===== config.mk =====
export PLATFORM = sky130hd
export DESIGN_NAME = dbg_cpu_module
export DESIGN_NICKNAME = d
export VERILOG_FILES = /design/src/verilog/dbg_cpu_pkg.sv /design/src/verilog/dbg_ifs.sv /design/src/verilog/dbg_cmd_decode.sv /design/src/verilog/dbg_burst_ctrl.sv /design/src/verilog/dbg_shift_crc.sv /design/src/verilog/dbg_spr_bus.sv /design/src/verilog/dbg_cpu_module.sv
export SDC_FILE = /design/constraint.sdc
export NUM_CORES = 1
export LEC_CHECK = 0
export BUFFER_PORTS_ARGS = -buffer_cell sky130_fd_sc_hd__buf_4
export CAP_MARGIN = 15
export CORE_ASPECT_RATIO = 1.4
export CORE_MARGIN = 1
export CORE_UTILIZATION = 40
export CTS_CLUSTER_SIZE = 20
export DETAILED_ROUTE_END_ITERATION = 6
export PLACE_DENSITY_LB_ADDON = 0.12
export SYNTH_ARGS = -nofsm -noshare
export SYNTH_HDL_FRONTEND = slang
export SYNTH_SLANG_ARGS = --single-unit

===== constraint.sdc =====
create_clock -name tck_i -period 14.3 [get_ports tck_i]
set_input_delay 2.86 -clock tck_i [delete_from_list [all_inputs] [get_ports tck_i]]
set_output_delay 2.86 -clock tck_i [all_outputs]
set_load 0.005 [all_outputs]

===== src/verilog/dbg_cpu_pkg.sv =====
/* Shared widths, command opcodes and counter sizes for the CPU debug module
   Data register views: command struct, burst payload struct and their union
   TDO source select encoding */

package dbg_cpu_pkg;

  ////////////////////////////////////////////////////////////
  // Widths
  localparam int DATAREG_LEN = 57;   // TAP data register length
  localparam int ADDR_W      = 32;   // SPR address
  localparam int DATA_W      = 32;   // SPR data word
  localparam int COUNT_W     = 16;   // Burst word count
  localparam int CRC_W       = 32;
  localparam int BITCNT_W    = 6;    // Counts up to DATA_W inclusive

  // Reflected Ethernet polynomial, LSB first
  localparam logic [CRC_W-1:0] CRC_POLY = 32'hEDB8_8320;

  ////////////////////////////////////////////////////////////
  // Opcodes
  localparam logic [3:0] CMD_BWRITE32 = 4'd3;
  localparam logic [3:0] CMD_BREAD32  = 4'd7;
  localparam logic [3:0] CMD_IREG_WR  = 4'd9;
  localparam logic [3:0] CMD_IREG_SEL = 4'd13;

  // Index of the only internal register
  localparam int INTREG_STATUS = 0;

  ////////////////////////////////////////////////////////////
  // Data register views

  // Command as left in the register at Update-DR, MSB first
  typedef struct packed {
    logic               top_flag;  // 0 = command for this module
    logic [3:0]         opcode;
    logic [3:0]         select;    // Top 2 bits double as status data
    logic [ADDR_W-1:0]  address;
    logic [COUNT_W-1:0] count;
  } dbg_cmd_t;

  // Burst payload, newest bits shifted in at the top
  typedef struct packed {
    logic [DATA_W-1:0]             word;   // Data or CRC word
    logic [DATAREG_LEN-DATA_W-1:0] rsvd;   // Don't care
  } dbg_payload_t;

  typedef union packed {
    dbg_cmd_t     cmd;
    dbg_payload_t pay;
  } dbg_dreg_u;

  // TDO source
  typedef enum logic [1:0] {
    BIU_READY,
    DATA_OUT,
    CRC_MATCH,
    CRC_OUT
  } tdo_sel_e;

endpackage


===== src/verilog/dbg_ifs.sv =====
/* Internal interfaces of the CPU debug module
   dbg_ctrl_if: burst controller to shift/CRC datapath
   dbg_bus_if: requesters to SPR bus interface unit */

`timescale 1ns/100ps

////////////////////////////////////////////////////////////
// Controller to datapath strobes
interface dbg_ctrl_if;
  import dbg_cpu_pkg::*;

  logic     out_load;     // Load shift register with bus read data
  logic     status_load;  // Load shift register with status word
  logic     out_shift;    // Shift toward TDO
  logic     crc_clr;      // Preset CRC to all ones
  logic     crc_en;       // Fold one bit into CRC
  logic     crc_in_tdi;   // 1 = tdi_i, 0 = shift register LSB
  logic     crc_shift;    // Shift CRC out on TDO
  tdo_sel_e tdo_sel;

  modport controller (
    output out_load, status_load, out_shift, crc_clr, crc_en,
           crc_in_tdi, crc_shift, tdo_sel
  );

  modport datapath (
    input  out_load, status_load, out_shift, crc_clr, crc_en,
           crc_in_tdi, crc_shift, tdo_sel
  );
endinterface

////////////////////////////////////////////////////////////
// One SPR access per strobe
interface dbg_bus_if;
  import dbg_cpu_pkg::*;

  logic              strobe;  // Single cycle, only while ready
  logic              rd;      // 1 = read, 0 = write
  logic [ADDR_W-1:0] addr;
  logic [DATA_W-1:0] wdata;
  logic [DATA_W-1:0] rdata;
  logic              ready;   // Unit idle, last access done

  modport requester (output strobe, rd, addr, wdata, input rdata, ready);
  modport unit      (input strobe, rd, addr, wdata, output rdata, ready);
endinterface


===== src/verilog/dbg_cmd_decode.sv =====
/* Command decode for the CPU debug module
   Burst start detect and the two-bit stall/reset status register */

`timescale 1ns/100ps

module dbg_cmd_decode (
  input  logic                   tck_i,
  input  logic                   tlr_i,
  input  logic                   module_select_i,
  input  logic                   update_dr_i,
  input  dbg_cpu_pkg::dbg_dreg_u data_register_i,
  input  logic                   cpu_bp_i,
  output dbg_cpu_pkg::dbg_cmd_t  cmd_o,
  output logic                   burst_start_o,   // One cycle, at Update-DR
  output logic                   burst_rd_o,
  output logic [1:0]             status_o,        // {reset, stall}
  output logic                   cpu_stall_o,
  output logic                   cpu_rst_o
);
  import dbg_cpu_pkg::*;

  logic       cmd_upd;     // Update-DR with a command for us
  logic       ireg_cmd;    // Register write or register select
  logic       status_wr;
  logic [1:0] status_q;    // Bit 0 stall, bit 1 reset

  assign cmd_o   = data_register_i.cmd;
  assign cmd_upd = module_select_i & update_dr_i & ~cmd_o.top_flag;

  assign burst_start_o = cmd_upd & ((cmd_o.opcode == CMD_BWRITE32) |
                                    (cmd_o.opcode == CMD_BREAD32));
  assign burst_rd_o    = (cmd_o.opcode == CMD_BREAD32);

  // Opcode bit 2 marks a select, which has only one register to pick
  assign ireg_cmd  = (cmd_o.opcode == CMD_IREG_WR) | (cmd_o.opcode == CMD_IREG_SEL);
  assign status_wr = cmd_upd & ireg_cmd & ~cmd_o.opcode[2];

  ////////////////////////////////////////////////////////////
  // Status register
  always_ff @(posedge tck_i or posedge tlr_i)
  begin
    if (tlr_i)
      status_q <= 2'b00;
    else
    begin
      if (status_wr) status_q[1] <= cmd_o.select[3];         // CPU reset
      if (status_wr) status_q[0] <= cmd_o.select[2] | cpu_bp_i;
      else if (cpu_bp_i) status_q[0] <= 1'b1;                // Breakpoint stalls
    end
  end

  assign status_o    = status_q;
  assign cpu_stall_o = status_q[0];
  assign cpu_rst_o   = status_q[1];

endmodule


===== src/verilog/dbg_burst_ctrl.sv =====
/* Burst controller for the CPU debug module
   Read/write burst FSM with operation, bit, word and address counters */

`timescale 1ns/100ps

module dbg_burst_ctrl (
  input  logic                  tck_i,
  input  logic                  tlr_i,
  input  logic                  module_select_i,
  input  logic                  capture_dr_i,
  input  logic                  shift_dr_i,
  input  logic                  update_dr_i,
  input  logic                  tdi_i,
  input  dbg_cpu_pkg::dbg_cmd_t cmd_i,
  input  logic                  burst_start_i,
  input  logic                  burst_rd_i,
  output logic                  top_inhibit_o,
  dbg_ctrl_if.controller        ctrl,
  dbg_bus_if.requester          bus
);
  import dbg_cpu_pkg::*;

  typedef enum logic [3:0] {
    ST_IDLE,
    ST_RBEGIN, ST_RREADY, ST_RSTATUS, ST_RBURST, ST_RCRC,
    ST_WREADY, ST_WWAIT, ST_WBURST, ST_WCRC, ST_WMATCH
  } state_e;

  state_e               state, next_state;
  logic                 rd_q;      // Operation of the current burst
  logic [ADDR_W-1:0]    addr_q;    // Address of next access
  logic [COUNT_W-1:0]   word_q;    // Words left
  logic [BITCNT_W-1:0]  bit_q;     // Bits of current word
  logic                 burst_ld, addr_inc, word_dec, bit_rst, bit_en;
  logic                 word_zero, word_more, bit_max, bit_full;

  assign word_zero = (word_q == '0);
  assign word_more = (word_q > COUNT_W'(1));           // Another access after this one
  assign bit_max   = (bit_q == BITCNT_W'(DATA_W - 1)); // Last bit of a word
  assign bit_full  = (bit_q == BITCNT_W'(DATA_W));     // Whole CRC received

  assign top_inhibit_o = (state != ST_IDLE);
  assign bus.rd        = rd_q;
  assign bus.addr      = addr_q;

  ////////////////////////////////////////////////////////////
  // State and counters
  always_ff @(posedge tck_i or posedge tlr_i)
  begin
    if (tlr_i)
    begin
      state  <= ST_IDLE;
      rd_q   <= 1'b0;
      addr_q <= '0;
      word_q <= '0;
      bit_q  <= '0;
    end
    else
    begin
      state <= next_state;
      if (burst_ld) rd_q <= burst_rd_i;
      if (burst_ld) addr_q <= cmd_i.address;
      else if (addr_inc) addr_q <= addr_q + ADDR_W'(1);  // SPRs are word addressed
      if (burst_ld) word_q <= cmd_i.count;
      else if (word_dec) word_q <= word_q - COUNT_W'(1);
      if (bit_rst) bit_q <= '0;
      else if (bit_en) bit_q <= bit_q + BITCNT_W'(1);
    end
  end

  ////////////////////////////////////////////////////////////
  // Next state and strobes
  always_comb
  begin
    next_state       = state;
    burst_ld         = 1'b0;
    addr_inc         = 1'b0;
    word_dec         = 1'b0;
    bit_rst          = 1'b0;
    bit_en           = 1'b0;
    bus.strobe       = 1'b0;
    ctrl.out_load    = 1'b0;
    ctrl.status_load = 1'b0;
    ctrl.out_shift   = 1'b0;
    ctrl.crc_clr     = 1'b0;
    ctrl.crc_en      = 1'b0;
    ctrl.crc_in_tdi  = 1'b0;
    ctrl.crc_shift   = 1'b0;
    ctrl.tdo_sel     = DATA_OUT;

    case (state)
      ST_IDLE:
      begin
        ctrl.status_load = module_select_i & capture_dr_i;  // Status readback
        ctrl.out_shift   = module_select_i & shift_dr_i;
        if (burst_start_i)
        begin
          next_state   = burst_rd_i ? ST_RBEGIN : ST_WREADY;
          burst_ld     = 1'b1;
          bit_rst      = 1'b1;
          ctrl.crc_clr = 1'b1;
        end
      end

      ST_RBEGIN:
      begin
        if (word_zero) next_state = ST_IDLE;  // Empty burst
        else
        begin
          next_state = ST_RREADY;
          bus.strobe = 1'b1;                  // Fetch first word early
          addr_inc   = 1'b1;
        end
      end

      ST_RREADY:
        if (module_select_i & capture_dr_i) next_state = ST_RSTATUS;

      ST_RSTATUS:
      begin
        ctrl.tdo_sel = BIU_READY;             // Debugger polls this bit
        if (update_dr_i) next_state = ST_IDLE;
        else if (bus.ready)
        begin
          next_state    = ST_RBURST;
          ctrl.out_load = 1'b1;
          bit_rst       = 1'b1;
          word_dec      = 1'b1;
          bus.strobe    = word_more;
          addr_inc      = word_more;
        end
      end

      ST_RBURST:
      begin
        ctrl.out_shift = 1'b1;
        ctrl.crc_en    = 1'b1;                // CRC of bits as they leave on TDO
        bit_en         = 1'b1;
        if (update_dr_i) next_state = ST_IDLE;
        else if (bit_max)
        begin
          bit_rst = 1'b1;
          if (word_zero) next_state = ST_RCRC;
          else
          begin
            ctrl.out_load = 1'b1;             // Next word, already fetched
            word_dec      = 1'b1;
            bus.strobe    = word_more;
            addr_inc      = word_more;
          end
        end
      end

      ST_RCRC:
      begin
        ctrl.tdo_sel   = CRC_OUT;
        ctrl.crc_shift = 1'b1;
        if (update_dr_i) next_state = ST_IDLE;
      end

      ST_WREADY:
      begin
        if (word_zero) next_state = ST_IDLE;
        else if (module_select_i & capture_dr_i) next_state = ST_WWAIT;
      end

      ST_WWAIT:
      begin
        if (update_dr_i) next_state = ST_IDLE;
        else if (module_select_i & shift_dr_i & tdi_i)  // Start bit
        begin
          next_state = ST_WBURST;
          word_dec   = 1'b1;                  // Counts words after the current one
        end
      end

      ST_WBURST:
      begin
        bit_en          = 1'b1;
        ctrl.crc_en     = 1'b1;
        ctrl.crc_in_tdi = 1'b1;
        if (update_dr_i) next_state = ST_IDLE;
        else if (bit_max)
        begin
          bit_rst    = 1'b1;
          bus.strobe = 1'b1;                  // 32nd bit is on tdi_i now
          addr_inc   = 1'b1;
          if (word_zero) next_state = ST_WCRC;
          else word_dec = 1'b1;
        end
      end

      ST_WCRC:
      begin
        bit_en = 1'b1;
        if (update_dr_i) next_state = ST_IDLE;
        else if (bit_full)
        begin
          next_state   = ST_WMATCH;
          ctrl.tdo_sel = CRC_MATCH;           // Bit right after the CRC
        end
      end

      ST_WMATCH:
      begin
        ctrl.tdo_sel = CRC_MATCH;
        if (update_dr_i) next_state = ST_IDLE;
      end

      default: next_state = ST_IDLE;
    endcase
  end

endmodule


===== src/verilog/dbg_shift_crc.sv =====
/* Datapath of the CPU debug module
   Output shift register, serial CRC-32, CRC match and TDO select */

`timescale 1ns/100ps

module dbg_shift_crc (
  input  logic                   tck_i,
  input  logic                   tlr_i,
  input  logic                   tdi_i,
  input  dbg_cpu_pkg::dbg_dreg_u data_register_i,
  input  logic [1:0]             status_i,
  output logic                   module_tdo_o,
  dbg_ctrl_if.datapath           ctrl,
  dbg_bus_if.requester           bus
);
  import dbg_cpu_pkg::*;

  logic [DATA_W-1:0] out_q;        // Parallel load, shifts out LSB first
  logic [DATA_W-1:0] status_word;
  logic [CRC_W-1:0]  crc_q;
  logic              crc_bit;      // Bit entering the CRC
  logic              crc_fb;
  logic              crc_match;

  always_comb
  begin
    status_word = '0;
    status_word[2*INTREG_STATUS +: 2] = status_i;
  end

  ////////////////////////////////////////////////////////////
  // Output shift register
  always_ff @(posedge tck_i or posedge tlr_i)
  begin
    if (tlr_i)
      out_q <= '0;
    else if (ctrl.status_load)
      out_q <= status_word;
    else if (ctrl.out_load)                  // Wins over the shift at word end
      out_q <= bus.rdata;
    else if (ctrl.out_shift)
      out_q <= {1'b0, out_q[DATA_W-1:1]};
  end

  // Write word: 31 bits already in the register plus the one on tdi_i
  assign bus.wdata = {tdi_i, data_register_i.pay.word[DATA_W-1:1]};

  ////////////////////////////////////////////////////////////
  // Serial CRC-32
  assign crc_bit = ctrl.crc_in_tdi ? tdi_i : out_q[0];
  assign crc_fb  = crc_q[0] ^ crc_bit;

  always_ff @(posedge tck_i or posedge tlr_i)
  begin
    if (tlr_i)
      crc_q <= '1;
    else if (ctrl.crc_clr)
      crc_q <= '1;                           // Preset, no final inversion
    else if (ctrl.crc_en)
      crc_q <= (crc_q >> 1) ^ (crc_fb ? CRC_POLY : '0);
    else if (ctrl.crc_shift)
      crc_q <= crc_q >> 1;                   // Register is its own output shifter
  end

  // Received CRC sits in the payload word once all 32 bits are in
  assign crc_match = (data_register_i.pay.word == crc_q);

  ////////////////////////////////////////////////////////////
  // TDO select
  always_comb
  begin
    case (ctrl.tdo_sel)
      BIU_READY: module_tdo_o = bus.ready;
      DATA_OUT:  module_tdo_o = out_q[0];
      CRC_MATCH: module_tdo_o = crc_match;
      default:   module_tdo_o = crc_q[0];
    endcase
  end

endmodule


===== src/verilog/dbg_spr_bus.sv =====
/* Bus interface unit for the CPU SPR bus
   One strobe/ack access per request strobe */

`timescale 1ns/100ps

module dbg_spr_bus (
  input  logic                           tck_i,
  input  logic                           tlr_i,
  input  logic [dbg_cpu_pkg::DATA_W-1:0] cpu_data_i,
  input  logic                           cpu_ack_i,
  output logic [dbg_cpu_pkg::ADDR_W-1:0] cpu_addr_o,
  output logic [dbg_cpu_pkg::DATA_W-1:0] cpu_data_o,
  output logic                           cpu_stb_o,
  output logic                           cpu_we_o,
  dbg_bus_if.unit                        bus
);
  import dbg_cpu_pkg::*;

  logic              req;       // Accepted request
  logic              done;      // Acknowledge of current access
  logic [DATA_W-1:0] rdata_q;

  assign req  = bus.strobe & bus.ready;
  assign done = cpu_stb_o & cpu_ack_i;

  ////////////////////////////////////////////////////////////
  // Handshake
  always_ff @(posedge tck_i or posedge tlr_i)
  begin
    if (tlr_i)
    begin
      cpu_stb_o <= 1'b0;
      cpu_we_o  <= 1'b0;
    end
    else if (req)
    begin
      cpu_stb_o <= 1'b1;        // Held until acknowledged
      cpu_we_o  <= ~bus.rd;
    end
    else if (done)
    begin
      cpu_stb_o <= 1'b0;
      cpu_we_o  <= 1'b0;
    end
  end

  // Ready again on the cycle after the acknowledge
  assign bus.ready = ~cpu_stb_o;

  ////////////////////////////////////////////////////////////
  // Address and data
  always_ff @(posedge tck_i)
  begin
    if (req)
    begin
      cpu_addr_o <= bus.addr;
      cpu_data_o <= bus.wdata;
    end
    if (done & ~cpu_we_o)
      rdata_q <= cpu_data_i;    // Read data for the output shift register
  end

  assign bus.rdata = rdata_q;

endmodule


===== src/verilog/dbg_cpu_module.sv =====
/* Top level of the JTAG CPU debug module
   Command decode, burst control, shift/CRC datapath and SPR bus unit */

`timescale 1ns/100ps

module dbg_cpu_module (
  input  logic                                tck_i,
  input  logic                                tlr_i,
  input  logic                                tdi_i,
  output logic                                module_tdo_o,
  input  logic                                capture_dr_i,
  input  logic                                shift_dr_i,
  input  logic                                update_dr_i,
  input  logic [dbg_cpu_pkg::DATAREG_LEN-1:0] data_register_i,
  input  logic                                module_select_i,
  output logic                                top_inhibit_o,
  // CPU SPR bus
  output logic [dbg_cpu_pkg::ADDR_W-1:0]      cpu_addr_o,
  input  logic [dbg_cpu_pkg::DATA_W-1:0]      cpu_data_i,
  output logic [dbg_cpu_pkg::DATA_W-1:0]      cpu_data_o,
  input  logic                                cpu_bp_i,
  output logic                                cpu_stall_o,
  output logic                                cpu_rst_o,
  output logic                                cpu_stb_o,
  output logic                                cpu_we_o,
  input  logic                                cpu_ack_i
);
  import dbg_cpu_pkg::*;

  dbg_dreg_u  dreg;
  dbg_cmd_t   cmd;
  logic       cmd_sel;       // Commands only taken while no burst runs
  logic       burst_start, burst_rd;
  logic [1:0] status;

  assign dreg    = data_register_i;
  assign cmd_sel = module_select_i & ~top_inhibit_o;

  dbg_ctrl_if ctrl_if ();
  dbg_bus_if  bus_if ();

  dbg_cmd_decode u_decode (
    .tck_i, .tlr_i, .module_select_i(cmd_sel), .update_dr_i,
    .data_register_i(dreg), .cpu_bp_i, .cmd_o(cmd),
    .burst_start_o(burst_start), .burst_rd_o(burst_rd),
    .status_o(status), .cpu_stall_o, .cpu_rst_o);

  dbg_burst_ctrl u_ctrl (
    .tck_i, .tlr_i, .module_select_i, .capture_dr_i, .shift_dr_i,
    .update_dr_i, .tdi_i, .cmd_i(cmd), .burst_start_i(burst_start),
    .burst_rd_i(burst_rd), .top_inhibit_o, .ctrl(ctrl_if), .bus(bus_if));

  dbg_shift_crc u_datapath (
    .tck_i, .tlr_i, .tdi_i, .data_register_i(dreg), .status_i(status),
    .module_tdo_o, .ctrl(ctrl_if), .bus(bus_if));

  dbg_spr_bus u_biu (
    .tck_i, .tlr_i, .cpu_data_i, .cpu_ack_i, .cpu_addr_o, .cpu_data_o,
    .cpu_stb_o, .cpu_we_o, .bus(bus_if));

endmodule


=== After elaboration in Yosys (flattened, before gate mapping) ===
Index checks and enable logic that the tools add are counted.

* Register bits: 223
* Input bits: 98
* Output and inout port bits: 70
* Word-level logic and storage cells: 155

* $add $sub $neg: 3
* Order comparisons: 1
* Eq/ne operators: 30
* Muxes and demuxes: 69
* Bitwise gates (word level): 23
* Reductions and logical operators: 15

{| class="wikitable"
|+ Operators by type and width
! cell !! count
|-
| $mux W32 || 9
|-
| $mux W4 || 17
|-
| $pmux W4 S10 || 1
|-
| $add A32 B1 Y32 const B || 1
|-
| $eq A32 B32 Y1 || 1
|-
| $mux W16 || 2
|-
| $xor A31 B32 Y32 || 1
|-
| $mux W1 || 27
|-
| $eq A4 B3 Y1 const B || 5
|-
| $eq A4 B4 Y1 const B || 5
|-
| $ne A3 B2 Y1 const B || 6
|-
| $gt A16 B1 Y1 const B || 1
|-
| $logic_not A16 Y1 || 1
|-
| $sub A16 B1 Y16 const B || 1
|-
| $and A1 B1 Y1 || 12
|-
| $eq A4 B2 Y1 const B || 3
|-
| $mux W6 || 2
|-
| $reduce_and A11 Y1 || 1
|-
| $reduce_bool A2 Y1 || 5
|-
| $pmux W1 S3 || 3
|-
| $pmux W2 S4 || 1
|-
| $add A6 B1 Y6 const B || 1
|-
| $eq A6 B5 Y1 const B || 1
|-
| $eq A6 B6 Y1 const B || 1
|-
| other kinds (20) || 33
|}

=== Longest topological paths before layout ===
* Word-level depth: 9
* Depth in mapped cells: 9
* Depth with buffers taken out: 8

=== Least setup slack after synthesis ===
No wires, ideal clock.

* Path kind: input to register
* Start: input update_dr_i
* End: register u_biu.cpu_addr_o[0] (netlist bit) (enable)
* Setup time: 0.487 ns
* Arrival: 6.898 ns
* Required time: 13.813 ns
* Setup slack: 6.915 ns
* Stages: 7
* Path buffers: 2
* Path through: buf_6 > or3b_1 > nor4_2 > o22a_2 > a21oi_4 > buf_6 > nor2_1

* Longest elaborated chain between the ends: 3
* Elaborated cells on any way between the ends: 5
* Classes of those cells: 4 x mux; 1 x bitwise

{| class="wikitable"
|+ RTL lines
! element !! line !! RTL
|-
| start: declaration || dbg_cpu_module.sv:13 || <nowiki>input logic update_dr_i,</nowiki>
|-
| $mux W1, on equally long branches || dbg_burst_ctrl.sv:182, dbg_burst_ctrl.sv:122, dbg_burst_ctrl.sv:139 ||
|-
| $pmux W1 S4 * || dbg_burst_ctrl.sv:91 || <nowiki>case (state)</nowiki>
|-
| $and A1 B1 Y1 * || dbg_spr_bus.sv:23 || <nowiki>assign req = bus.strobe & bus.ready;</nowiki>
|-
| net u_biu.req || dbg_spr_bus.sv:19 || <nowiki>logic req;</nowiki>
|-
| end signal: assignment || dbg_spr_bus.sv:56 || <nowiki>cpu_addr_o <= bus.addr;</nowiki>
|-
| end: declaration || dbg_spr_bus.sv:11 || <nowiki>output logic [dbg_cpu_pkg::ADDR_W-1:0] cpu_addr_o,</nowiki>
|}

Mark *: on every way through the listed nets, which the timed path passes. The rest lies on a longest branch.
A chain may end at the register's enable or synchronous reset.

=== Final worst setup path ===
* Start: input data_register_i[53] (netlist bit)
* End: output module_tdo_o

* Longest elaborated chain between the ends: 2

{| class="wikitable"
|+ RTL lines
! element !! line !! RTL
|-
| start: declaration || dbg_cpu_module.sv:14 || <nowiki>input logic [dbg_cpu_pkg::DATAREG_LEN-1:0] data_register_i,</nowiki>
|-
| $eq A32 B32 Y1 || dbg_shift_crc.sv:66 || <nowiki>assign crc_match = (data_register_i.pay.word == crc_q);</nowiki>
|-
| $pmux W1 S3 || dbg_shift_crc.sv:72 || <nowiki>case (ctrl.tdo_sel)</nowiki>
|-
| end: declaration || dbg_cpu_module.sv:10 || <nowiki>output logic module_tdo_o,</nowiki>
|}

Every way passes these cells.

==> flow_summary_export.csv <==
group,metric,value,unit
sta,timing.final.ws_setup,6623,ps
sta,min_period,7677,ps
global_routing,antenna_found_initial,0,
clocking,holdBufCountCts,0,
yosys,synth-seq-cells,223,
clocking,post_cts_buffers,0,
yosys,synth_fa_ha_area_share,0.6037,%
yosys,synth-edff-count,96,
route,drt_iter0_markers,448,
placed_design,portBuffers,167,
layout,area_growth,21.66,%
yosys,synth_compound_area_share,15.30,%
yosys,synthesis.nets,966,
critical_path,crit_arrival,4820,ps
floorplan,rows,69,
clocking,cts_resized,0,
floorplan,die_x,138.0,um
sta,clock_skew,10.91,ps
yosys,synthArstFlopShare,56.95,%
critical_path,crit_required,11440,ps
critical_path,cp-start-kind,"input pin",
yosys,ys.flop_type,"edfxtp_1",
yosys,synth_cells,863,
critical_path,worstPathMaxFanout,5,
route,vias,7459,
floorplan,die_h,192.4,um
sta,drv_slew,0,
clocking,clk_latency,520,ps
floorplan,io_pins,168,
layout,antenna_cells,0,
route,drt-total-wl,26.36,mm
floorplan,start_util,40.83,%
yosys,synth_xor_area_share,5.832,%
route,wire_per_inst,19.46,um
yosys,synth_mux_area_share,3.103,%
clocking,clk_transition_reported_paths,70,ps
global_routing,grt_pass1_vias,7204,
route,via_per_inst,5.505,
clocking,clkSinkCount,223,
placed_design,dp_cells,1311,
sta,grt_setup_unrepaired,"false",
critical_path,crit_type,"input pin to output pin",
sta,worstMarginPinSlew,1068,ps
layout,final_nets,1121,
clocking,h-tree-depth,1,
power,power.density,188.9,nW/um^2
placed_design,pre_cts_ws,6624,ps
critical_path,critPathCaptureType,"output pin",
placed_design,place_area,11810,um^2
sta,setup_viol_count_final,0,
sta,relSlewSlack,28.60,%
placed_design,gp_congestion,0.8759,
yosys,yosysTopAreaCell,"edfxtp_1",
layout,final_cell_count_no_fill,1355,
global_routing,grtUsageTotal,19.64,%
clocking,clockBufferDepth,3,
yosys,synth_area,10360,um^2
route,ant_nets,0,
power,irDropWorstVdd,0.1203,mV
clocking,cts_tree,"built",
sta,totalNegativeSetupSlack,0,ps
sta,max_freq,0.1303,GHz
yosys,synth_most_common_cell,"edfxtp_1",
yosys,synth_top_area_share,27.82,%
floorplan,dieArea,26560,um^2
job,cap_violations,0,
yosys,yosys.area_share.simple,13.38,%
clocking,clock-root-buffer,"clkbuf_16",
placed_design,hpwlAfterDp,18.40,mm
yosys,synthTopCellsByArea,"edfxtp_1 (28%), dfrtp_1 (23%), dfstp_2 (8.1%), xnor2_1 (4.5%), nand2_1 (3.4%)",
sta,fin_crit_sh,53.69,%
yosys,synth_warnings,0,
yosys,yosysSeqAreaShare,58.87,%
yosys,syn_area_per_cell,12.01,um^2
global_routing,grt_pass1_wl,40.66,mm
global_routing,grt_overflow,0,
layout,stdcell_area,12610,um^2
global_routing,grt_max_degree,75,
sta,finalHoldViolCount,0,
yosys,synth_top_family_by_area,"compound AO/OA/AOI/OAI gates",
yosys,synth_common_cells,"edfxtp_1 (96), dfrtp_1 (95), nand2_1 (93)",
clocking,cts_buffers,24,
route,drc_errors,0,
run_status,outcome,"finished, final reports clean",
hold_path,hold_path_class,"flip-flop to flip-flop",
floorplan,core,25380,um^2
route,firstDrtPassIters,4,
yosys,yosysUniqueCellTypes,88,
layout,drive_gt1_share,26.54,%
power,p_leak,4.830,nW
cells by family after synthesis:
| kind of cell | after synthesis |
|---|---|
| xor gates and xnor gates | 69 |
| buffers and inverters | 53 |
| adders and majority gates | 5 |
| DFF | 223 |
| and+or+nand+nor | 264 |
| muxes | 32 |
| AOI/OAI and AO/OA | 217 |
layer usage:
layer	wire, um	share of wire, %	GRT usage (%)
met5	0	0	0
met4	958	3.6	8.326
met3	1182	4.5	2.854
met2	13520	51	35.48
met1	10700	41	23.29
state kept, by name, indices dropped and copies added, names as in the netlist, 6 cells and up:
register / flops
u_biu.cpu_addr_o: 32
u_ctrl.word_q: 16
u_ctrl.bit_q: 6
u_biu.cpu_data_o: 32
u_datapath.out_q: 32
u_datapath.crc_q: 32
u_ctrl.bus.addr: 32
u_biu.bus.rdata: 32
report_power, final:
part	internal (W)	switching, W	total [W]	leakage, nW
sequential	0.000909	0.000188	0.00110	2.47
combinational	0.000307	0.000350	0.000657	1.97
clock	0.000366	0.000261	0.000627	0.387
final cells by class:
| class | count | area (um^2) |
|---|---|---|
| clock buffer | 28 | 615.6 |
| clock inverter | 16 | 178.9 |
| fill | 2321 | 12770 |
| inverter | 10 | 40.04 |
| multi-input combinational | 587 | 3981 |
| sequential | 223 | 6101 |
| tap | 319 | 399.1 |
| timing repair buffer | 172 | 1291 |
worst max-delay path: stages:
cell,delay [ps]
buf_4,140
xnor2_1,220
nand4_1,120
nor4_1,460
a21oi_1,150
and2_1,180
a211oi_1,480
buf_4,210
stage by stage:
| stage | power (W) | util (%) | hold WS (ps) |
|---|---|---|---|
| after floorplan | 0.001539 | - | 419.6 |
| after global placement | 0.001763 | 46.54 | 454.9 |
| after detailed placement | 0.001772 | 46.54 | 454.8 |
| after CTS | 0.002408 | 49.67 | 480.4 |
| after global routing | 0.002517 | 49.67 | 493.0 |
| final | 0.002381 | 49.67 | 479.1 |
worst paths after layout:
kind	slack [ps]	endpoint	start	cells past startpoint
max	6620	module_tdo_o	data_register_i[53]	8
min	480	u_datapath.out_q[7]	u_datapath.out_q[7]	2
max reg2reg	10900	u_biu.cpu_addr_o[8]	u_ctrl.state[2]	6
min reg2reg	480	u_datapath.out_q[7]	u_datapath.out_q[7]	2
max in group asynchronous	10430	u_ctrl.bus.addr[20]	tlr_i	3
min in group asynchronous	2550	u_datapath.out_q[7]	tlr_i	2
cells in the final DEF (no fill, tap or decap), types with 6 or more instances in the layout:
cell type    n
clkbuf_16   24
o31ai_1      8
a21oi_1     31
buf_4      172
nand3_1     19
or3_1        6
edfxtp_1    96
nand2_1     93
inv_1        9
nor2_1      38
o211ai_1     7
a31oi_1      6
a221o_1     12
and4_1       6
nand4_1     26
clkinv_2     6
xor2_1      16
xnor2_1     53
mux2i_1     31
o21ai_0     59
o22a_1      31
or4_1        6
and2_1       7
nor3_1      11
a21o_1       7
dfstp_2     32
nor2b_1      6
dfrtp_1     95
Note: power is estimated with default switching activity, not from simulation.
